`config.mk`:
```
export PLATFORM = sky130hd
export DESIGN_NAME = instFetch
export DESIGN_NICKNAME = d
export VERILOG_FILES = /design/src/logic/memPkg.sv /design/src/logic/instFetch.sv
export SDC_FILE = /design/constraint.sdc
export NUM_CORES = 1
export LEC_CHECK = 0
export BUFFER_PORTS_ARGS = -buffer_cell sky130_fd_sc_hd__buf_2
export CORE_MARGIN = 10
export CORE_UTILIZATION = 25
export DETAILED_ROUTE_END_ITERATION = 7
export GPL_ROUTABILITY_DRIVEN = 0
export PLACE_DENSITY = 0.49
export SLEW_MARGIN = 20
export SYNTH_ARGS = -nofsm -noshare
export SYNTH_HDL_FRONTEND = slang
export SYNTH_SLANG_ARGS = --single-unit
```
`constraint.sdc`:
```
create_clock -name clk -period 3.72 [get_ports clk]
set_clock_uncertainty 0.15 [all_clocks]
set_input_delay 0.372 -clock clk [delete_from_list [all_inputs] [get_ports clk]]
set_output_delay 0.372 -clock clk [all_outputs]
set_load 0.1 [all_outputs]
```
`src/logic/memPkg.sv`:
```
package memPkg;

    // byte address
    typedef logic [31:0] addrT;

    // instruction or data word
    typedef logic [31:0] wordT;

    // one RAM byte
    typedef logic [7:0] byteT;

    // bytes in one transfer, 1, 2 or 4
    typedef logic [2:0] lenT;

    typedef enum logic [1:0] {
        sizeByte,
        sizeHalf,
        sizeWord
    } lsSizeT;

    typedef enum logic [1:0] {
        stIdle,
        stReadInst,
        stReadData,
        stWriteData
    } memStateT;

    // an instruction is always four bytes
    localparam lenT fetchLen = 3'd4;

endpackage
```
`src/logic/instFetch.sv`:
```
`timescale 1ns/10ps

module instFetch import memPkg::*; #(
    parameter addrT resetPc = 32'h0
) (
    input  logic clk,
    input  logic rst,

    input  logic pcSet,
    input  addrT pcNew,
    output logic instValid,
    output wordT inst,
    output addrT instPc,
    input  logic instReady,

    output logic infEn,
    output addrT infAddr,
    input  logic infDone,
    input  wordT infInst
);

    addrT pc;
    logic discard;
    logic fetchEnd;
    logic accepted;

    assign fetchEnd = infEn && infDone;
    assign accepted = instValid && instReady;

    always_ff @(posedge clk) begin
        if (rst) begin
            pc        <= resetPc;
            infEn     <= 1'b0;
            instValid <= 1'b0;
            discard   <= 1'b0;
        end else begin
            if (fetchEnd) begin
                infEn   <= 1'b0;
                discard <= 1'b0;
                // a redirect since the fetch started makes this word stale
                if (!discard && !pcSet) begin
                    instValid <= 1'b1;
                end
            end else if (!infEn && !instValid && !pcSet) begin
                infEn <= 1'b1;
            end

            if (pcSet) begin
                pc        <= pcNew;
                instValid <= 1'b0;
                if (infEn && !infDone) begin
                    discard <= 1'b1;
                end
            end else if (accepted) begin
                instValid <= 1'b0;
                pc        <= pc + 32'd4;
            end
        end
    end

    always_ff @(posedge clk) begin
        if (!infEn && !instValid && !pcSet) begin
            infAddr <= pc;
        end
        if (fetchEnd) begin
            inst   <= infInst;
            instPc <= infAddr;
        end
    end

endmodule

```
==> results.txt <==
In this run, synthesis inferred 96 flip-flops with an integrated enable. In the post-synthesis netlist, the cell with the most instances is sky130_fd_sc_hd__edfxtp_1. The number of slew-limit violations in the final report came out at 0. The number of antenna violations at the first check in global routing came out at 1.

In this run the biggest area consumer among cell types represents 59.3% of the synthesized area. Once the floorplan was initialized, standard cells occupied 25.7% of the core. Clock latency on the worst-skew pair, taken at its later pin, is 0.42 ns. The post-route fraction of the period consumed by the critical path came out at 69.8%. The clock net sink count came out at 131. Sorting the synthesized cells by area gives the leading types as sky130_fd_sc_hd__edfxtp_1 (59%), sky130_fd_sc_hd__dfxtp_1 (14%), sky130_fd_sc_hd__a211oi_1 (2.5%). The Yosys warning count came out at 0. The clock tree from TritonCTS is built. The layout-stage area growth over the synthesis result is 42.4%. The top-level I/O count is 167. The cell count of the worst reg-to-reg path is 4. For the final routed database, the setup TNS stands at 0 ns.

For this run, the share of the core covered by cells in the final layout is 36.6%. The routed via count is 3666. In this run the critical register-to-register path is captured at pc[18].

After clock tree synthesis, the clock-pin slew on the worst setup and hold paths is 0.06 ns. The worst hold path passes through 3 cells. sky130_fd_sc_hd__edfxtp_1 takes more of the synthesized area than any other cell. The startpoint type of the worst setup path is a flop. The minimum setup slack among reg-to-reg paths came out at 1.12 ns.

The path class of the tightest hold or removal check is in -> reg. TritonCTS created 17 clock buffers. The synthesized area per cell is 14.2 um^2. The flow ran to the end, and the final reports show no timing, DRC or antenna violations. The residual antenna-violating net count after detailed routing is 0.

The clock passes through at most 2 buffers. The via count of the first global-routing pass is 3762. The number of fill cells is 1919. The final layout contains 617 nets. The number of gates resized after cts came out at 0. The remaining routing DRC violations came out at 0.

The power per cell area is 588 nW/um^2. Sorting the synthesized cells by how often they occur yields sky130_fd_sc_hd__edfxtp_1 (96), sky130_fd_sc_hd__dfxtp_1 (35), sky130_fd_sc_hd__nor2_1 (30), sky130_fd_sc_hd__a211oi_1 (16), sky130_fd_sc_hd__nand2_1 (16). After technology mapping, the gate count stands at 342. The most common flop cell mapped by yosys is sky130_fd_sc_hd__edfxtp_1.

The worst voltage drop across the vdd grid is 0.000318 V. The count of routing violations after the opening detailed-route iteration came out at 198. Across every metal layer, demand over resource in global routing totals 11.2%. The data arrival time of the critical path is 2.74 ns. The worst setup path is captured at a flop. The final routed wire length divided by cell count is 17.2 um. The count of unique library cells instantiated by Yosys came out at 44. The post-synthesis instance area came out at 4860 um^2. The net count after synthesis came out at 412. The synthesized flop and latch total came out at 131. The ratio of routed vias to standard cells came out at 4.47. Input and output buffers added on the ports amount to 166. The tightest hold path in the finished design has a slack of 0.0325 ns. The fraction of the yosys area taken by sequential cells is 73.7%. The final design area excluding fillers came out at 6920 um^2. The remaining global-route overflow came out at 0. The floorplan die height came out at 159 um. The biggest fanout along the worst timing path came out at 13. The global-route wire length before repair is 22200 um. The startpoint identified for the worst register-to-register timing path is instValid.

Setup violations remaining at the end of the flow were counted as 0. The setup path with the least slack is of type reg -> reg. The leakage power total is 2.62 nW. At the pin with the least slew margin, the transition time is 0.939 ns.

The final critical delay including setup and external delays came out at 2.60 ns. The path with the worst hold slack has its endpoint at pc[1]. For this block, the routed nets add up to 14100 um of wire. The share of layout cells above drive strength 1 came out at 36.3%. The async set or reset register ratio after synthesis is 0%.

The chip width came out at 159 um. The core region area came out at 18900 um^2. Entering global routing, the biggest net connects 68 pins. Based on the critical path, the design can be clocked at up to 385 MHz.

Setup repair after global routing left no endpoint under its margin. The final count of hold timing violations came out at 0. In this run the most critical hold path is launched from pcNew[1]. The required time reported for the critical path endpoint is 3.87 ns.

The HPWL after detailed placement came out at 9890 um. The max-cap violation count is 0. The number of detailed-routing iterations run before antenna repair is 4. The die covers 25400 um^2. Once placement finished, the instance area stood at 6000 um^2.

The number of levels the H-tree was split into came out at 4. The cell at the root of the clock tree is sky130_fd_sc_hd__clkbuf_16. The worst relative slew slack is 37.4%. The row count came out at 50.
==> layer usage <==
layer / wire (um) / share of wire [%] / track usage (%)
met1: 6630 / 47 / 14.4
met2: 6160 / 44 / 16.1
met3: 1180 / 8.4 / 5.14
met4: 155 / 1.1 / 3.71
met5: 0 / 0 / 0
==> area by class of cell <==
cell class / instances / area [um^2] / share of cell area (%)
clock buffer: 25 / 507 / 7.32
sequential: 131 / 3580 / 51.8
timing repair buffer: 201 / 1170 / 17.0
antenna: 1 / 2.50 / 0.0361
inverter: 10 / 37.5 / 0.542
tap: 260 / 325 / 4.70
clock inverter: 7 / 96.3 / 1.39
multi-input combinational: 186 / 1200 / 17.3
==> through the flow <==
step	setup slack, ns	std cells	power, mW
6_report	1.12	821	4.07
5_1_grt	0.888	820	4.23
4_1_cts	1.17	820	4.13
3_5_place_dp	1.20	756	2.40
3_3_place_gp	1.31	756	2.39
2_1_floorplan	0.453	342	2.25
==> cells by family (layout without fill, tap and decap cells) <==
logic type,count (synthesis),count (layout),synth area share (%)
other cells,0,1,0
compound gates,51,51,8.03
flops,131,131,73.7
buf+inv,25,243,1.96
xor+xnor,10,10,1.80
fa+ha+maj,1,1,0.257
simple gates,122,122,13.8
mux,2,2,0.412
==> layout by cell type, fill, tap and decap left out, drive strengths merged, types with 2 or more instances in the layout <==
cell type	netlist	routed
clkinvlp	0	3
clkbuf	13	25
o21ai	4	4
nor4	11	11
nand3	9	9
and4	7	7
a2111oi	11	11
a211oi	16	16
nor2b	4	4
edfxtp	96	96
nand4	12	12
dlygate4sd3	0	32
a21oi	4	4
and2	3	3
inv	10	10
buf	2	169
mux2i	2	2
nand2	16	16
or3	4	4
nor3	11	11
xor2	2	2
dfxtp	35	35
xnor2	8	8
clkinv	0	2
a221oi	2	2
or4	3	3
a311oi	5	5
o221ai	2	2
nor2	30	30
and3	8	8
bufinv	0	2
==> registers in the layout, indices dropped and copies added, names as in the netlist, named ones only <==
signal and cells:
instPc 32, infEn 1, pc 32, inst 32, infAddr 32, instValid 1
==> worst max-delay path: stages, from the launching register on <==
cell and delay, ns:
sky130_fd_sc_hd__dfxtp_1 0.50, sky130_fd_sc_hd__nand2_1 0.35, sky130_fd_sc_hd__nor4_2 0.84, sky130_fd_sc_hd__a2111oi_0 0.23, sky130_fd_sc_hd__or3_1 0.41
==> report_power, final <==
group	switching, mW	internal, mW
Combinational	0.533	0.117
Sequential	0.0620	1.67
Clock	0.607	1.08
Total	1.20	2.87
==> timing repair <==
action | CTS | global route
buffers inserted | 0 | 0
hold buffers | 32 | 0
hold endpoints to repair | 32 | 0
endpoints found under the setup margin | 0 | 0
==> how the worst max path moves through the flow <==
stage	from	end	slack [ns]	cells past startpoint
6_report	instValid	pc[18]	1.12	4
5_1_grt	instValid	pc[14]	0.89	4
4_1_cts	instValid	pc[14]	1.17	4
3_5_place_dp	instValid	pc[18]	1.20	4
3_3_place_gp	instValid	pc[18]	1.31	4
2_1_floorplan	infEn	instPc[0]	0.45	1
No activity file was read; power rests on OpenSTA's default activity.
