[src/logic/memPkg.sv]
package memPkg;

    // byte address
    typedef logic [31:0] addrT;

    // instruction or data word
    typedef logic [31:0] wordT;

    // one RAM byte
    typedef logic [7:0] byteT;

    // bytes in one transfer, 1, 2 or 4
    typedef logic [2:0] lenT;

    typedef enum logic [1:0] {
        sizeByte,
        sizeHalf,
        sizeWord
    } lsSizeT;

    typedef enum logic [1:0] {
        stIdle,
        stReadInst,
        stReadData,
        stWriteData
    } memStateT;

    // an instruction is always four bytes
    localparam lenT fetchLen = 3'd4;

endpackage
[src/logic/loadStoreUnit.sv]
`timescale 1ns/10ps

module loadStoreUnit import memPkg::*; (
    input  logic   clk,
    input  logic   rst,

    input  logic   lsReq,
    input  logic   lsStore,
    input  logic   lsSigned,
    input  lsSizeT lsSize,
    input  addrT   lsAddr,
    input  wordT   lsWdata,
    output logic   lsBusy,
    output logic   lsDone,
    output wordT   lsRdata,

    output logic   dcEn,
    output logic   dcStore,
    output lenT    dcLen,
    output addrT   dcAddr,
    output wordT   dcWdata,
    input  logic   dcDone,
    input  wordT   dcRdata
);

    logic signedReg;
    logic accept;
    logic finish;
    wordT loadExt;

    function automatic lenT sizeToLen(input lsSizeT size);
        case (size)
            sizeByte: return 3'd1;
            sizeHalf: return 3'd2;
            default:  return 3'd4;
        endcase
    endfunction

    assign accept = lsReq && !lsBusy;
    assign finish = dcEn && dcDone;

    // upper bytes arrive zeroed, only the signed case needs work
    always_comb begin
        case (dcLen)
            3'd1: begin
                loadExt = signedReg ? {{24{dcRdata[7]}}, dcRdata[7:0]} : dcRdata;
            end
            3'd2: begin
                loadExt = signedReg ? {{16{dcRdata[15]}}, dcRdata[15:0]} : dcRdata;
            end
            default: begin
                loadExt = dcRdata;
            end
        endcase
    end

    always_ff @(posedge clk) begin
        if (rst) begin
            lsBusy <= 1'b0;
            lsDone <= 1'b0;
            dcEn   <= 1'b0;
        end else begin
            lsDone <= finish;
            if (finish) begin
                dcEn   <= 1'b0;
                lsBusy <= 1'b0;
            end else if (accept) begin
                dcEn   <= 1'b1;
                lsBusy <= 1'b1;
            end
        end
    end

    always_ff @(posedge clk) begin
        if (accept) begin
            dcStore   <= lsStore;
            dcLen     <= sizeToLen(lsSize);
            dcAddr    <= lsAddr;
            dcWdata   <= lsWdata;
            signedReg <= lsSigned;
        end
        // stores leave the last load result in place
        if (finish && !dcStore) begin
            lsRdata <= loadExt;
        end
    end

endmodule

[config.mk]
export PLATFORM = sky130hd
export DESIGN_NAME = loadStoreUnit
export DESIGN_NICKNAME = d
export VERILOG_FILES = /design/src/logic/memPkg.sv /design/src/logic/loadStoreUnit.sv
export SDC_FILE = /design/constraint.sdc
export NUM_CORES = 1
export LEC_CHECK = 0
export BUFFER_PORTS_ARGS = -buffer_cell sky130_fd_sc_hd__buf_2
export CAP_MARGIN = 10
export CORE_MARGIN = 8
export CORE_UTILIZATION = 30
export CTS_BUF_LIST = sky130_fd_sc_hd__clkbuf_16
export DETAILED_ROUTE_END_ITERATION = 16
export MAX_ROUTING_LAYER = met4
export PLACE_DENSITY = 0.64
export SLEW_MARGIN = 20
export SYNTH_ARGS = -nofsm -noshare
export SYNTH_HDL_FRONTEND = slang
export SYNTH_SLANG_ARGS = --single-unit
[constraint.sdc]
create_clock -name clk -period 4.67 [get_ports clk]
set_input_delay 1.401 -clock clk [delete_from_list [all_inputs] [get_ports clk]]
set_output_delay 1.401 -clock clk [all_outputs]
set_load 0.01 [all_outputs]
==> summary.txt, run 1 <==
status - completed
RSZ-0062 raised after global routing - false
mapped cell area - 3450 um^2
CP startpoint kind - flip-flop
average size of a mapped cell - 21.7 um^2
type of the most critical hold path - reg2reg
mux cell area share after synthesis - 0%
first-pass GRT wire length - 12,900 um
Setup Skew - 0.00511 ns
Initial Util - 30.5%
placed instance count - 503
final-report setup violation count - 0
kind of critical path - reg2out
Int Pwr - 1.50 mW
layout net count - 475
IO buf count - 206
#FFs+latches synth - 103
Worst Max-Slew Pin Slew - 0.847 ns
EDFF count, synth - 101
Area Growth Syn to Fin - 41.7%
DP HPWL - 6920 um
library cells used by synthesis - 19
Max-slew headroom - 43.5%
Post-synth top flop - edfxtp_1
R2R setup slack - 3.07 ns
post-DR vias/cell - 4.29
Critical Path Sink - dcLen[0]
count leader, synth - edfxtp_1
WP data required - 3.27 ns
fmax - 416 MHz
Switching Share - 21.1%
Synth Area in Compound Gates - 5.58%
core area - 11,300 um^2
crit-path cells - buf_2
top post-synthesis cells by area - edfxtp_1, o21a_1, nand2_2, o21ai_0, buf_6
die height - 123 um
period utilisation layout - 51.5%
R2R depth - 3
Pwr Density - 388 nW/um^2
Max H-tree Level - 3
DRC - 0
first-pass detailed-route iteration total - 6
sequential share of power - 57.2%
WL per Instance - 16.8 um
Placer Congestion - 0.742
worst hold path startpoint - dcEn
setup_tns - 0 ns
Finished Layout Cells - 521
worst hold slack - 0.588 ns
Arrival @ worst endpoint - 1.01 ns
Setup crit start - dcLen[0]
Fillers - 1,059
Routed Antenna Nets - 0
Longest Clk Path Bufs - 2
Clk pwr share - 34.4%
Pwr Total - 1.90 mW
worst reg2reg path startpoint - dcLen[1]
Crit Path Max Fanout - 5
FP Rows - 39
slowest stage delay, CP - 0.48 ns
Synth warnings - 0
die width - 123 um
largest family of logic cells by synthesized area - compound AO/OA/AOI/OAI gates
Synth top cells by count - edfxtp_1, o21a_1, o21ai_0, nand2_2
gr usage total - 11.9%
Crit. End Element - output pin
Die ar. - 15,200 um^2
area share of fa/ha/maj cells after synthesis - 0%
Worst IR Drop VDD - 0.228 mV
syn nets - 263
Vias - 2,234
IO Pins - 207
Congestion Overflow GR - 0
DRT iter0 DRCs - 175
CTS root buffer - clkbuf_16
postcts setup bufs - 0
post_cts resized - 0
Placed Area - 4630 um^2
asr flop ratio synth - 0%
Comb pwr share - 8.4%
WP buf/inv - 1
NetSw - 401 uW
largest net degree at the start of global routing - 70
CTS tree - done
slowest stage cell, crit path - edfxtp_1
Final Max Slew Viols - 0
XOR/XNOR Fraction of Synth Area - 0%
Fin. Hold Viols - 0
CTS Buf Count - 9
Detailed Route WL - 8760 um
Seq/Total Area, Yosys - 89.0%
final instance area - 4890 um^2
initial antenna violation count - 2
Critical Path Stages - 1
min Tclk post-route - 2.41 ns
Synth area leader - edfxtp_1
Max-Cap Viols - 0
Leak - 2.05 nW
Post-Synth Simple-Gate Area - 3.55%
layout cells sized above 1 - 61.4%
Worst-path clk slew - 0.07 ns
Yosys top cell area share - 87.8%
vias in the first global route - 2,488
clock latency on the worst-skew pair - 0.34 ns
cell family with most CP delay - flip-flops
Worst R2R End - lsRdata[13]
Synth Instances - 159
Hold-fix buffers, CTS - 0
clk sinks - 103
power groups by stage:
| stage | Combinational [mW] | Sequential (mW) | Clock, mW |
|---|---|---|---|
| finish | 0.159 | 1.08 | 0.653 |
| global route | 0.176 | 1.09 | 0.717 |
| CTS | 0.164 | 1.09 | 0.683 |
| floorplan | 0.0433 | 1.13 | 0 |
| detailed placement | 0.164 | 1.11 | 0 |
| global placement | 0.161 | 1.10 | 0 |
worst min path at each step:
stage | cells past startpoint | slack [ns] | end
floorplan | 2 | 0.53 | lsDone
global placement | 2 | 0.55 | lsDone
detailed placement | 2 | 0.58 | lsDone
CTS | 2 | 0.60 | lsDone
global route | 2 | 0.64 | lsDone
finish | 2 | 0.59 | lsDone
per-stage QoR:
| stage | util [%] | setup slack, ns |
|---|---|---|
| 5_1_grt | 43.2 | 2.22 |
| 6_report | 43.2 | 2.26 |
| 4_1_cts | 43.2 | 2.24 |
| 3_5_place_dp | 40.9 | 1.96 |
| 3_3_place_gp | 40.9 | 1.99 |
| 2_1_floorplan | - | 1.03 |
final cells by class:
cell class	instances	area, um^2	area share (%)
Antenna cell	2	5.00	0.102
Clock buffer	9	225	4.60
Tap cell	143	179	3.66
Sequential cell	103	3070	62.8
Inverter	1	3.75	0.0767
Multi-Input combinational cell	48	325	6.65
Clock inverter	7	35.0	0.716
Timing Repair Buffer	208	1050	21.4
flip-flops by register name, indices dropped and copies added (netlist names):
| register | cells |
|---|---|
| dcEn | 1 |
| dcLen | 3 |
| signedReg | 1 |
| lsRdata | 32 |
| dcAddr | 32 |
| dcStore | 1 |
| lsDone | 1 |
| dcWdata | 32 |
cell families after synthesis:
group,after synthesis
buf+inv,8
compound gates,27
simple gates,21
flops,103
placed cells by master (no fill, tap or decap), drive strengths merged:
cell,n
a21oi,1
buf,208
clkbuf,9
clkinv,2
clkinvlp,1
dfxtp,2
diode,2
edfxtp,101
inv,5
nand2,9
nand2b,2
nor2,4
nor2b,2
nor3b,2
o21a,16
o21ai,9
o21bai,1
or2b,1
or3,1
layer usage:
metal	up-vias	part of all wire (%)	track usage, %
li1	1035	-	-
met1	1045	39	13.1
met2	144	45	17.3
met3	10	14	5.66
met4	0	2.0	6.55
met5	-	0	-
(Power assumes the default switching activity.)
==> run 2: changes to the inputs <==
--- a/config.mk
+++ b/config.mk
@@ -5,6 +5,7 @@
 export SDC_FILE = /design/constraint.sdc
 export NUM_CORES = 1
 export LEC_CHECK = 0
+export ABC_AREA = 1
 export BUFFER_PORTS_ARGS = -buffer_cell sky130_fd_sc_hd__buf_2
 export CAP_MARGIN = 10
 export CORE_MARGIN = 8
@@ -12,7 +13,7 @@
 export CTS_BUF_LIST = sky130_fd_sc_hd__clkbuf_16
 export DETAILED_ROUTE_END_ITERATION = 16
 export MAX_ROUTING_LAYER = met4
-export PLACE_DENSITY = 0.64
+export PLACE_DENSITY = 0.6
 export SLEW_MARGIN = 20
 export SYNTH_ARGS = -nofsm -noshare
 export SYNTH_HDL_FRONTEND = slang
==> constraint.sdc (replaced) <==
create_clock -name clk -period 2.5 [get_ports clk]
set_input_delay 0.75 -clock clk [delete_from_list [all_inputs] [get_ports clk]]
set_output_delay 0.75 -clock clk [all_outputs]
set_load 0.01 [all_outputs]
==> run 2 against run 1 <==
Flip-flop and latch count stayed put. Global-route usage increased by 1.6 points. Clock-buffer cell count unchanged. Non-clock buffer count up 1. Synthesized area rose by 12%. Critical endpoint is now lsRdata[12]. Critical path type is now reg2reg.
==> summary.txt, run 2 <==
Seq/Total Area, Yosys - 79.3%
kind of critical path - reg2reg
Die ar. - 16,800 um^2
worst hold slack - 0.573 ns
type of the most critical hold path - in2reg
Hold-fix buffers, CTS - 0
Final Max Slew Viols - 0
die height - 130 um
M3 GR Usage - 8.18%
Area Growth Syn to Fin - 38.9%
Synth top cells by count - edfxtp_1, nor2_1, nand2_1, nand3_1, inv_1
DRT iter0 DRCs - 280
layout cells sized above 1 - 50.1%
Placer Congestion - 0.764
Crit Path Max Fanout - 18
CP startpoint kind - flip-flop
post-DR vias/cell - 4.32
Worst IR Drop VDD - 0.497 mV
Post-synth top flop - edfxtp_1
Worst Max-Slew Pin Slew - 0.721 ns
Pwr Density - 693 nW/um^2
first-pass detailed-route iteration total - 6
M2 GR Usage - 22.1%
IO buf count - 206
CTS tree - done
gr usage total - 13.5%
largest net degree at the start of global routing - 56
Pwr Total - 3.73 mW
Synth warnings - 0
R2R setup slack - 0.65 ns
min Tclk post-route - 1.85 ns
syn nets - 370
setup_tns - 0 ns
DRC - 0
count leader, synth - edfxtp_1
Longest Clk Path Bufs - 2
Initial Util - 30.7%
Final WS setup - 0.653 ns
Arrival @ worst endpoint - 1.93 ns
postcts setup bufs - 0
CTS Buf Count - 9
Max-Cap Viols - 0
mapped cell area - 3870 um^2
average size of a mapped cell - 14.6 um^2
Congestion Overflow GR - 0
FP Rows - 41
EDFF count, synth - 101
Vias - 2,835
clk sinks - 103
Layout Utilization - 42.7%
vias in the first global route - 3,176
final-report setup violation count - 0
layout net count - 580
gr busiest metal - met2
Worst-path clk slew - 0.07 ns
CTS root buffer - clkbuf_16
initial antenna violation count - 4
#FFs+latches synth - 103
most frequent cells in the layout - buf_2, edfxtp_1, nor2_1
RSZ-0062 raised after global routing - false
library cells used by synthesis - 20
IO Pins - 207
fmax - 542 MHz
WL per Instance - 16.5 um
Routed Antenna Nets - 0
GR Util met1 - 12.7%
core area - 12,600 um^2
first-pass GRT wire length - 16,200 um
top post-synthesis cells by area - edfxtp_1, nor2_1, nand3_1, nand2_1, nor2_4
Detailed Route WL - 10,800 um
Fillers - 1,254
clock latency on the worst-skew pair - 0.34 ns
pre-CTS setup slack - 0.667 ns
DP HPWL - 8500 um
Leak - 2.29 nW
Fin. Hold Viols - 0
WP data required - 2.58 ns
Crit. End Element - flip-flop
status - completed
post_cts resized - 0
Yosys top cell area share - 78.3%
die width - 130 um
Top Registers - dcAddr x32, dcWdata x32, lsRdata x32
Setup Skew - 0.00529 ns
commonest non-fill, non-tap cell in the layout - buf_2
Max H-tree Level - 3
Synth area leader - edfxtp_1
Synth Instances - 266
asr flop ratio synth - 0%
period utilisation layout - 73.9%
Max-slew headroom - 51.9%
run 2: worst max-delay path: stages, from the launching register on:
cell	delay, ns
edfxtp_1	0.81
inv_4	0.11
nor2_8	0.25
inv_1	0.11
nor2_4	0.21
a21oi_1	0.07
run 2: logic make-up after synthesis:
group,synth area share (%)
compound gates,1.03
flops,79.3
simple gates,16.1
buf+inv,3.58
run 2: final timing paths:
check                 start           to  depth (start not counted)
hold / removal          rst       lsDone                          2
setup / recovery  signedReg  lsRdata[12]                          5
setup reg to reg  signedReg  lsRdata[12]                          5
hold reg to reg        dcEn         dcEn                          2
run 2: where the power goes:
| group | switching (mW) | leakage (nW) | total, mW | internal (mW) |
|---|---|---|---|---|
| Combinational | 0.221 | 1.19 | 0.380 | 0.159 |
| Sequential | 0.0334 | 0.968 | 2.04 | 2.00 |
| Clock | 0.627 | 0.135 | 1.31 | 0.685 |
| Total | 0.882 | 2.29 | 3.73 | 2.85 |
run 2: per-stage QoR:
step	instance area, um^2	std cells
after floorplan	3880	266
after global placement	5090	637
after detailed placement	5090	637
after CTS	5370	653
after global routing	5380	657
final	5380	657
run 2: area by class of cell:
type                       count  area, um^2  share of cell area (%)
inverter                      15        58.8                    1.09
antenna                        4        10.0                   0.186
clock inverter                 7        56.3                    1.05
timing repair buffer         209        1070                    19.8
clock buffer                   9         225                    4.18
multi-input combinational    138         678                    12.6
tap                          172         215                    4.00
sequential                   103        3070                    57.1
run 2: routing by layer:
layer  vias to the layer above  wire [um]
li1                       1356          -
met1                      1299       3810
met2                       170       5200
met3                        10       1700
met4                         0        135
met5                         -          0
