## config.mk

```make
export PLATFORM = sky130hd
export DESIGN_NAME = memCtrl
export DESIGN_NICKNAME = d
export VERILOG_FILES = /design/src/logic/memPkg.sv /design/src/logic/memCtrl.sv
export SDC_FILE = /design/constraint.sdc
export NUM_CORES = 1
export LEC_CHECK = 0
export BUFFER_PORTS_ARGS = -buffer_cell sky130_fd_sc_hd__buf_2
export CORE_AREA = 2 2 137 106
export CTS_BUF_LIST = sky130_fd_sc_hd__clkbuf_2
export CTS_CLUSTER_DIAMETER = 50
export DETAILED_ROUTE_END_ITERATION = 10
export DIE_AREA = 0 0 139 108
export HOLD_SLACK_MARGIN = 0.12
export PLACE_DENSITY_LB_ADDON = 0.1
export SETUP_SLACK_MARGIN = 0.1
export SLEW_MARGIN = 20
export SYNTH_ARGS = -nofsm -noshare
export SYNTH_HDL_FRONTEND = slang
export SYNTH_SLANG_ARGS = --single-unit
```

## constraint.sdc

```tcl
create_clock -name clk -period 5 [get_ports clk]
set_input_delay 1 -clock clk [delete_from_list [all_inputs] [get_ports clk]]
set_output_delay 1 -clock clk [all_outputs]
set_load 0.05 [all_outputs]
```

## src/logic/memPkg.sv

```systemverilog
package memPkg;

    // byte address
    typedef logic [31:0] addrT;

    // instruction or data word
    typedef logic [31:0] wordT;

    // one RAM byte
    typedef logic [7:0] byteT;

    // bytes in one transfer, 1, 2 or 4
    typedef logic [2:0] lenT;

    typedef enum logic [1:0] {
        sizeByte,
        sizeHalf,
        sizeWord
    } lsSizeT;

    typedef enum logic [1:0] {
        stIdle,
        stReadInst,
        stReadData,
        stWriteData
    } memStateT;

    // an instruction is always four bytes
    localparam lenT fetchLen = 3'd4;

endpackage
```

## src/logic/memCtrl.sv

```systemverilog
`timescale 1ns/10ps

module memCtrl import memPkg::*; (
    input  logic     clk,
    input  logic     rst,
    input  logic     rdy,
    input  logic     ioBufferFull,

    input  logic     infEn,
    input  addrT     infAddr,
    output logic     infDone,
    output wordT     infInst,

    input  logic     dcEn,
    input  logic     dcStore,
    input  lenT      dcLen,
    input  addrT     dcAddr,
    input  wordT     dcWdata,
    output logic     dcDone,
    output wordT     dcRdata,

    output addrT     memAddr,
    output logic     memWe,
    output byteT     memWdata,
    input  byteT     memRdata
);

    memStateT state;
    lenT      stage;
    lenT      len;
    addrT     curAddr;
    addrT     prevAddr;
    wordT     wdataReg;
    wordT     rdBuf;
    wordT     rdShifted;
    wordT     rdWord;
    lenT      padBytes;
    logic     advance;
    logic     reading;
    logic     lastRead;
    logic     lastWrite;

    // everything holds while the CPU is not ready or the I/O buffer is full
    assign advance = rdy && !ioBufferFull;

    assign reading   = (state == stReadInst) || (state == stReadData);
    assign lastRead  = reading && (stage == len);
    assign lastWrite = (state == stWriteData) && (stage == len - 3'd1);

    // during a stall the previous address is kept on the RAM,
    // so the byte already in flight is still there afterwards
    assign memAddr  = advance ? curAddr : prevAddr;
    assign memWe    = advance && (state == stWriteData);
    assign memWdata = wdataReg[7:0];

    // last byte comes straight from the RAM, the rest from the buffer
    assign rdShifted = {memRdata, rdBuf[31:8]};
    assign padBytes  = fetchLen - len;
    assign rdWord    = rdShifted >> {padBytes, 3'b000};

    assign infInst = rdWord;
    assign dcRdata = rdWord;

    assign infDone = advance && (state == stReadInst) && lastRead;
    assign dcDone  = advance && (((state == stReadData) && lastRead) || lastWrite);

    always_ff @(posedge clk) begin
        if (rst) begin
            state <= stIdle;
            stage <= '0;
        end else if (advance) begin
            case (state)
                stIdle: begin
                    stage <= '0;
                    // data side wins over fetch
                    if (dcEn) begin
                        state <= dcStore ? stWriteData : stReadData;
                    end else if (infEn) begin
                        state <= stReadInst;
                    end
                end
                stReadInst, stReadData: begin
                    if (lastRead) begin
                        state <= stIdle;
                    end else begin
                        stage <= stage + 3'd1;
                    end
                end
                stWriteData: begin
                    if (lastWrite) begin
                        state <= stIdle;
                    end else begin
                        stage <= stage + 3'd1;
                    end
                end
                default: begin
                    state <= stIdle;
                end
            endcase
        end
    end

    always_ff @(posedge clk) begin
        prevAddr <= memAddr;
        if (advance) begin
            if (state == stIdle) begin
                rdBuf <= '0;
                if (dcEn) begin
                    curAddr  <= dcAddr;
                    len      <= dcLen;
                    wdataReg <= dcWdata;
                end else begin
                    curAddr <= infAddr;
                    len     <= fetchLen;
                end
            end else begin
                curAddr  <= curAddr + 32'd1;
                // next byte to write moves into the low lane
                wdataReg <= wdataReg >> 8;
                // nothing has returned yet at stage 0
                if (stage != 3'd0) begin
                    rdBuf <= rdShifted;
                end
            end
        end
    end

endmodule

```

==> results of run 1 <==
-- where the power goes --
part | switching [mW] | internal, mW | total [mW]
clock network | 0.443 | 0.348 | 0.791
registers | 0.0436 | 1.24 | 1.28
logic | 0.513 | 0.218 | 0.731
total | 0.999 | 1.80 | 2.80
-- flip-flops by register name, indices dropped and copies added (netlist names) --
register,cells
curAddr,32
len,3
state,2
stage,3
rdBuf,24
prevAddr,32
wdataReg,32
-- worst max path at each step --
stage | start | endpoint | slack [ns] | cells past startpoint
6_report | len[1]$_SDFFCE_PN0P_ | dcRdata[28] | 0.92 | 8
5_1_grt | len[1]$_SDFFCE_PN0P_ | infInst[25] | 0.67 | 8
4_1_cts | len[1]$_SDFFCE_PN0P_ | dcRdata[28] | 0.85 | 8
3_5_place_dp | ioBufferFull | memAddr[11] | 1.56 | 6
3_3_place_gp | ioBufferFull | memAddr[11] | 1.57 | 6
2_1_floorplan | len[0]$_SDFFCE_PN0P_ | infInst[0] | 0.61 | 8
-- per-layer routing --
metal | global-route usage, % | part of all wire [%]
met1 | 28.4 | 45
met2 | 35.3 | 48
met3 | 4.47 | 6.2
met4 | 6.20 | 0.79
met5 | 0 | 0
-- critical path: cells and delay by family (launching register included) --
kind	cells	cell delay, ns
xor+xnor	1	0.15
flops	1	0.45
simple gates	3	1.09
buf+inv	3	0.53
fa+ha+maj	1	0.22
-- per-stage QoR --
step | util [%] | worst slack (ns) | total power [mW]
global placement | 59.4 | 1.57 | 2.02
CTS | 61.7 | 0.854 | 2.83
floorplan | - | 0.609 | 1.87
finish | 61.7 | 0.924 | 2.80
global route | 61.7 | 0.674 | 2.94
detailed placement | 59.4 | 1.56 | 2.04
-- layout by cell type, fill, tap and decap left out, types with 4 or more instances in the layout --
cell	count
sky130_fd_sc_hd__nor2_1	34
sky130_fd_sc_hd__inv_6	7
sky130_fd_sc_hd__nor2b_1	41
sky130_fd_sc_hd__clkbuf_2	17
sky130_fd_sc_hd__dfxtp_1	37
sky130_fd_sc_hd__xor2_1	7
sky130_fd_sc_hd__or3_1	4
sky130_fd_sc_hd__a21oi_1	17
sky130_fd_sc_hd__xnor2_1	11
sky130_fd_sc_hd__and4_1	6
sky130_fd_sc_hd__bufinv_16	4
sky130_fd_sc_hd__nor4_1	14
sky130_fd_sc_hd__buf_4	10
sky130_fd_sc_hd__ha_1	7
sky130_fd_sc_hd__and2_1	18
sky130_fd_sc_hd__mux2_2	27
sky130_fd_sc_hd__a31oi_1	10
sky130_fd_sc_hd__o31a_1	21
sky130_fd_sc_hd__inv_1	22
sky130_fd_sc_hd__edfxtp_1	91
sky130_fd_sc_hd__mux2i_1	36
sky130_fd_sc_hd__nand2_1	108
sky130_fd_sc_hd__a211oi_1	25
sky130_fd_sc_hd__o21ai_0	20
sky130_fd_sc_hd__nand4_1	13
sky130_fd_sc_hd__nand3_1	10
sky130_fd_sc_hd__buf_2	220
-- cells by family (layout without fill, tap and decap cells) --
group                      count (synthesis)  after routing  share of synthesized area (%)
adders and majority gates                  8              8                           1.42
and+or+nand+nor                          265            265                           18.7
buffers and inverters                    104            285                           7.79
muxes                                     63             63                           9.40
DFF                                      128            128                           49.1
xor gates and xnor gates                  19             19                           2.55
AOI/OAI and AO/OA                        113            113                           11.0
-- cell type report --
| cell class | count | area (sq um) | share of cell area, % |
|---|---|---|---|
| tap | 175 | 219 | 2.63 |
| clock buffer | 17 | 85.1 | 1.02 |
| inverter | 23 | 86.3 | 1.04 |
| multi-input combinational | 468 | 3080 | 36.9 |
| timing repair buffer | 230 | 1180 | 14.1 |
| clock inverter | 15 | 220 | 2.64 |
| sequential | 128 | 3470 | 41.7 |
==> results.rst, run 1 <==
.. list-table::
   :header-rows: 1

   * - Metric
     - Value
   * - Outcome
     - complete, no violations
   * - Hold EP
     - prevAddr[1]$_DFF_P_
   * - Share of the yosys chip area belonging to registers
     - 49.1%
   * - Cell depth of the worst min-delay path
     - 2
   * - Delay contributed by the slowest stage of the critical path
     - 0.46 ns
   * - Grt ovf
     - 0
   * - DPL Wire Length
     - 11.4 mm
   * - Post-DP Area
     - 8030 sq um
   * - Leading cell types by count after synthesis
     - sky130_fd_sc_hd__nand2_1, sky130_fd_sc_hd__edfxtp_1, sky130_fd_sc_hd__nor2b_1
   * - Yosys cell types
     - 47
   * - CTS Root Cell
     - sky130_fd_sc_hd__clkbuf_2
   * - Cell with the biggest individual delay on the critical path
     - sky130_fd_sc_hd__nor2_1
   * - Number of storage elements in the synthesis netlist
     - 128
   * - Non-filler cells in the finished layout
     - 1056
   * - Number of global-route vias before repair
     - 5342
   * - Syn avg cell area
     - 10.1 sq um
   * - Global-route usage over all layers
     - 21.2%
   * - Total I/O pin count
     - 221
   * - Number of buffer cells added on primary ports
     - 220
   * - Most common cell in the netlist
     - sky130_fd_sc_hd__nand2_1
   * - Data arrival time of the critical path
     - 3.08 ns
   * - Number of inserted filler cells in the final layout
     - 1164
   * - Synthesized netlist cell count
     - 700
   * - Ratio of cells with drive above 1 in the final layout
     - 33.9%
   * - Worst hold slack
     - 0.460 ns
   * - DRC Markers
     - 0
   * - Reg2reg setup slack
     - 2.11 ns
   * - Clk Latency, worst-skew pair
     - 0.67 ns
   * - Yosys top cell area share
     - 38.7%
   * - Fin. max-slew vios
     - 0
   * - Peak VDD IR
     - 0.186 mV
   * - Count of cells resized by post-cts repair
     - 0
   * - Path type of the worst min-delay path
     - reg2reg
   * - Worst Skew
     - 0.0330 ns
   * - Antenna diode instance count
     - 0
   * - Ordered list of cells on the worst path
     - inv_1, ha_1, xor2_1, buf_4, or2_2, nor2_1, and2_1, buf_2
   * - Hold path start
     - prevAddr[1]$_DFF_P_
   * - Placed cells
     - 1024
   * - Count of hold-fix buffers inserted at cts
     - 0
   * - Main flop type after synthesis
     - sky130_fd_sc_hd__edfxtp_1
   * - Buffers inserted by post-CTS timing repair
     - 0
   * - RePlAce Congestion
     - 0.835
   * - Starting density of the core
     - 52.3%
   * - Number of synthesis warnings
     - 0
   * - Number of failing setup endpoints in the final timing report
     - 0
   * - R2r startpoint
     - curAddr[0]$_DFFE_PN_
   * - Number of detailed-route iterations in the first pass
     - 6
   * - Post-layout nets
     - 990
   * - CTS tree
     - done
   * - Clock Pin Slew Worst Setup and Hold Paths
     - 0.22 ns
   * - Setup tns final
     - 0 ns
   * - Die area
     - 15000 sq um
   * - Number of flops mapped to enable cells by yosys
     - 91
   * - Cell area after synthesis
     - 7070 sq um
   * - Slew of the pin with the lowest slew margin
     - 1.01 ns
   * - Endpoint of the worst register-to-register path
     - curAddr[14]$_DFFE_PN_
   * - Unrepaired setup endpoints after global routing
     - false
   * - Fraction of synthesis flops using an asynchronous set or reset pin
     - 0%
   * - Number of buffers on the longest clock path
     - 2
   * - CTS sink count
     - 128
   * - Post-DR wirelength/cell
     - 15.2 microns
   * - CTS Buf Count
     - 17
   * - DR vias
     - 5699
   * - Post-detailed-route via-to-cell ratio
     - 5.40
   * - Chip height
     - 108 microns
   * - Num rows
     - 37
   * - Nets in the synthesized netlist
     - 822
   * - Startpoint kind of the worst setup timing path
     - register
   * - Maximum number of pins on one net before global-route repair
     - 60
   * - Peak Freq
     - 245 MHz
   * - CTS HTree Levels
     - 4
   * - Nature of the critical path endpoint
     - primary output
   * - Crit Path Max Fanout
     - 17
   * - X dimension of the die
     - 139 microns
   * - Core outline area
     - 13500 sq um
   * - Synth top area cells
     - sky130_fd_sc_hd__edfxtp_1, sky130_fd_sc_hd__dfxtp_1, sky130_fd_sc_hd__nand2_1
   * - Cells on worst reg2reg path
     - 5
   * - Global-route wire length before repair
     - 25.9 mm
   * - Final Hold Viols
     - 0
   * - Worst max-slew margin expressed relative to the limit
     - 32.7%
   * - Final instance area
     - 8340 sq um
   * - PD cells
     - 336 nW/um^2
   * - DRT antenna net count
     - 0
   * - Wirelength, routed
     - 16.1 mm
   * - MaxCap Viol Count
     - 0
   * - Leakage
     - 3.64 nW
   * - Crit Path Category
     - reg2out
   * - Cell type with the highest aggregate area in the netlist
     - sky130_fd_sc_hd__edfxtp_1
   * - Layout-stage area growth over the synthesis result
     - 17.9%
   * - Final min period
     - 4.08 ns
   * - Crit share post-route
     - 81.5%
   * - Antenna violations before repair
     - 0
   * - Iteration-0 DRC Markers
     - 351
   * - Worst Path Required
     - 4.00 ns
Power figures use the tool's default switching activity.
==> inputs of run 2 (changes only) <==
==> constraint.sdc (replaced) <==
create_clock -name clk -period 4.15 [get_ports clk]
set_input_delay 0.83 -clock clk [delete_from_list [all_inputs] [get_ports clk]]
set_output_delay 0.83 -clock clk [all_outputs]
set_load 0.05 [all_outputs]
==> run 2 against run 1 <==
- sequential power up 20%
- routed wire length up 2.8%
- clock power up 19%
- critical path type unchanged
==> results.rst, run 2 (same netlist as run 1, synthesis figures left out) <==
.. list-table::
   :header-rows: 1

   * - Metric
     - Value
   * - Outcome
     - complete, no violations
   * - DR vias
     - 5745 (+0.81%)
   * - Non-filler cells in the finished layout
     - 1054 (-0.19%)
   * - Count of hold-fix buffers inserted at cts
     - 0 (unchanged)
   * - Maximum number of pins on one net before global-route repair
     - 71 (+18%)
   * - Reg2reg setup slack
     - 1.26 ns (-0.85 ns)
   * - Clk Latency, worst-skew pair
     - 0.69 ns (+0.02 ns)
   * - Startpoint kind of the worst setup timing path
     - register
   * - Most common cell after layout, fill and taps aside
     - sky130_fd_sc_hd__buf_2
   * - Layout-stage area growth over the synthesis result
     - 19.0%
   * - Starting density of the core
     - 52.3% (unchanged)
   * - Core outline area
     - 13500 sq um (unchanged)
   * - Post-DR wirelength/cell
     - 15.7 microns (+3.0%)
   * - Crit Path Category
     - reg2out
   * - DPL Wire Length
     - 11.7 mm (+3.3%)
   * - Number of buffer cells added on primary ports
     - 220 (unchanged)
   * - CTS sink count
     - 128 (unchanged)
   * - Nature of the critical path endpoint
     - primary output
   * - Die area
     - 15000 sq um (unchanged)
   * - Wirelength, routed
     - 16.5 mm (+2.8%)
   * - Worst Skew
     - 0.0315 ns (-0.00144 ns)
   * - Crit share post-route
     - 91.5%
   * - Global-route wire length before repair
     - 26.5 mm (+2.2%)
   * - Setup tns final
     - 0 ns (unchanged)
   * - Cell with the biggest individual delay on the critical path
     - sky130_fd_sc_hd__edfxtp_1
   * - Worst max-slew margin expressed relative to the limit
     - 34.1% (+1.4 points)
   * - Ordered list of cells on the worst path
     - inv_1, ha_1, xor2_4, or2_2, nor2_2, and2_1, buf_2
   * - Iteration-0 DRC Markers
     - 436 (+24%)
   * - Grt ovf
     - 0 (unchanged)
   * - Final min period
     - 3.80 ns
   * - Registers with the most flip-flops
     - curAddr x32, prevAddr x32, wdataReg x32
   * - Setup ws final
     - 0.353 ns (-0.571 ns)
   * - Delay contributed by the slowest stage of the critical path
     - 0.47 ns (about the same)
   * - Crit Path Max Fanout
     - 17 (unchanged)
   * - Chip height
     - 108 microns (unchanged)
   * - CTS Root Cell
     - sky130_fd_sc_hd__clkbuf_2
   * - Leakage
     - 3.65 nW (+0.24%)
   * - Number of global-route vias before repair
     - 5500 (+3.0%)
   * - Antenna violations before repair
     - 0 (unchanged)
   * - Number of detailed-route iterations in the first pass
     - 6 (unchanged)
   * - Slew of the pin with the lowest slew margin
     - 0.986 ns (-0.0213 ns)
   * - Total I/O pin count
     - 221 (unchanged)
   * - CTS Buf Count
     - 17 (unchanged)
   * - Post-DP Area
     - 8090 sq um (+0.75%)
   * - RePlAce Congestion
     - 0.844 (+1.0%)
   * - Final instance area
     - 8410 sq um (+0.89%)
   * - Antenna diode instance count
     - 0 (unchanged)
   * - Final Hold Viols
     - 0 (unchanged)
   * - DRT antenna net count
     - 0 (unchanged)
   * - Peak VDD IR
     - 0.211 mV (+13%)
   * - Data arrival time of the critical path
     - 2.97 ns (-0.11 ns)
   * - Num rows
     - 37 (unchanged)
   * - Unrepaired setup endpoints after global routing
     - false
   * - Number of failing setup endpoints in the final timing report
     - 0 (unchanged)
   * - Worst Path Required
     - 3.32 ns (-0.68 ns)
   * - MaxCap Viol Count
     - 0 (unchanged)
   * - CTS tree
     - done
   * - Peak Freq
     - 263 MHz
   * - DRC Markers
     - 0 (unchanged)
   * - PD cells
     - 402 nW/um^2 (+20%)
   * - Pre-CTS setup slack
     - 0.803 ns (-0.762 ns)
   * - Placed cells
     - 1022 (-0.20%)
   * - Post-layout nets
     - 988 (-0.20%)
   * - Clock Pin Slew Worst Setup and Hold Paths
     - 0.20 ns (-0.02 ns)
   * - Fin. max-slew vios
     - 0 (unchanged)
   * - Post-detailed-route via-to-cell ratio
     - 5.45 (+1.0%)
   * - Path type of the worst min-delay path
     - in2reg
   * - Leading cell types in the layout, fill and taps excluded
     - sky130_fd_sc_hd__buf_2, sky130_fd_sc_hd__nand2_1, sky130_fd_sc_hd__edfxtp_1
   * - Number of buffers on the longest clock path
     - 2 (unchanged)
   * - Ratio of cells with drive above 1 in the final layout
     - 34.8% (+0.87 points)
   * - X dimension of the die
     - 139 microns (unchanged)
   * - Global-route usage over all layers
     - 22.1% (+0.85 points)
   * - CTS HTree Levels
     - 4 (unchanged)
-- run 2: changes by cell type in the layout (fill, tap and decap cells not counted), sizes merged --
cell,delta
buf,-2
bufinv,+1
clkbuf,+1
clkinv,+6
inv,-8
-- run 2: routing by layer --
| metal | track usage, % | share of wire [%] |
|---|---|---|
| met4 | 5.84 | 0.91 |
| met1 | 29.2 | 45 |
| met2 | 36.0 | 48 |
| met5 | 0 | 0 |
| met3 | 6.51 | 6.7 |
-- run 2: critical path: cells and delay by family, from the launching register on --
kind	cells	cell delay, ns
fa+ha+maj	1	0.27
flops	1	0.47
xor+xnor	1	0.23
buf+inv	2	0.34
simple gates	3	0.99
-- run 2: final cells by class --
class / instances / area (sq um)
fill: 1169 / 5110
clock buffer: 18 / 90.1
multi-input combinational: 468 / 3140
clock inverter: 14 / 215
timing repair buffer: 228 / 1190
inverter: 23 / 86.3
tap: 175 / 219
sequential: 128 / 3470
-- run 2: where the power goes --
group / total [mW] / switching, mW / internal [mW] / leakage, nW
combinational: 0.898 / 0.629 / 0.269 / 2.31
sequential: 1.54 / 0.0537 / 1.49 / 1.16
clock: 0.942 / 0.482 / 0.460 / 0.176
total: 3.38 / 1.16 / 2.22 / 3.65
-- run 2: final timing paths --
path | startpoint | end | cells past startpoint
worst min-delay path | rst | stage[2]$_SDFFE_PP0P_ | 2
worst max register to register | curAddr[0]$_DFFE_PN_ | curAddr[14]$_DFFE_PN_ | 5
worst max-delay path | len[1]$_SDFFCE_PN0P_ | dcRdata[25] | 7
worst min register to register | prevAddr[4]$_DFF_P_ | prevAddr[4]$_DFF_P_ | 2
-- run 2: through the flow --
step | hold slack, ns | power [mW] | utilization (%)
after floorplan | 0.500 | 2.26 | -
after global placement | 0.423 | 2.45 | 59.8
after detailed placement | 0.430 | 2.47 | 59.8
after CTS | 0.287 | 3.41 | 62.2
after global routing | 0.222 | 3.55 | 62.2
final | 0.353 | 3.38 | 62.2
-- run 2: repair_timing --
| action | 4_1_cts | 5_1_grt |
|---|---|---|
| endpoints found under the setup margin | 16 | 16 |
| setup buffers | 0 | 0 |
| resized for setup | 1 | 1 |
| gates cloned | 0 | 0 |
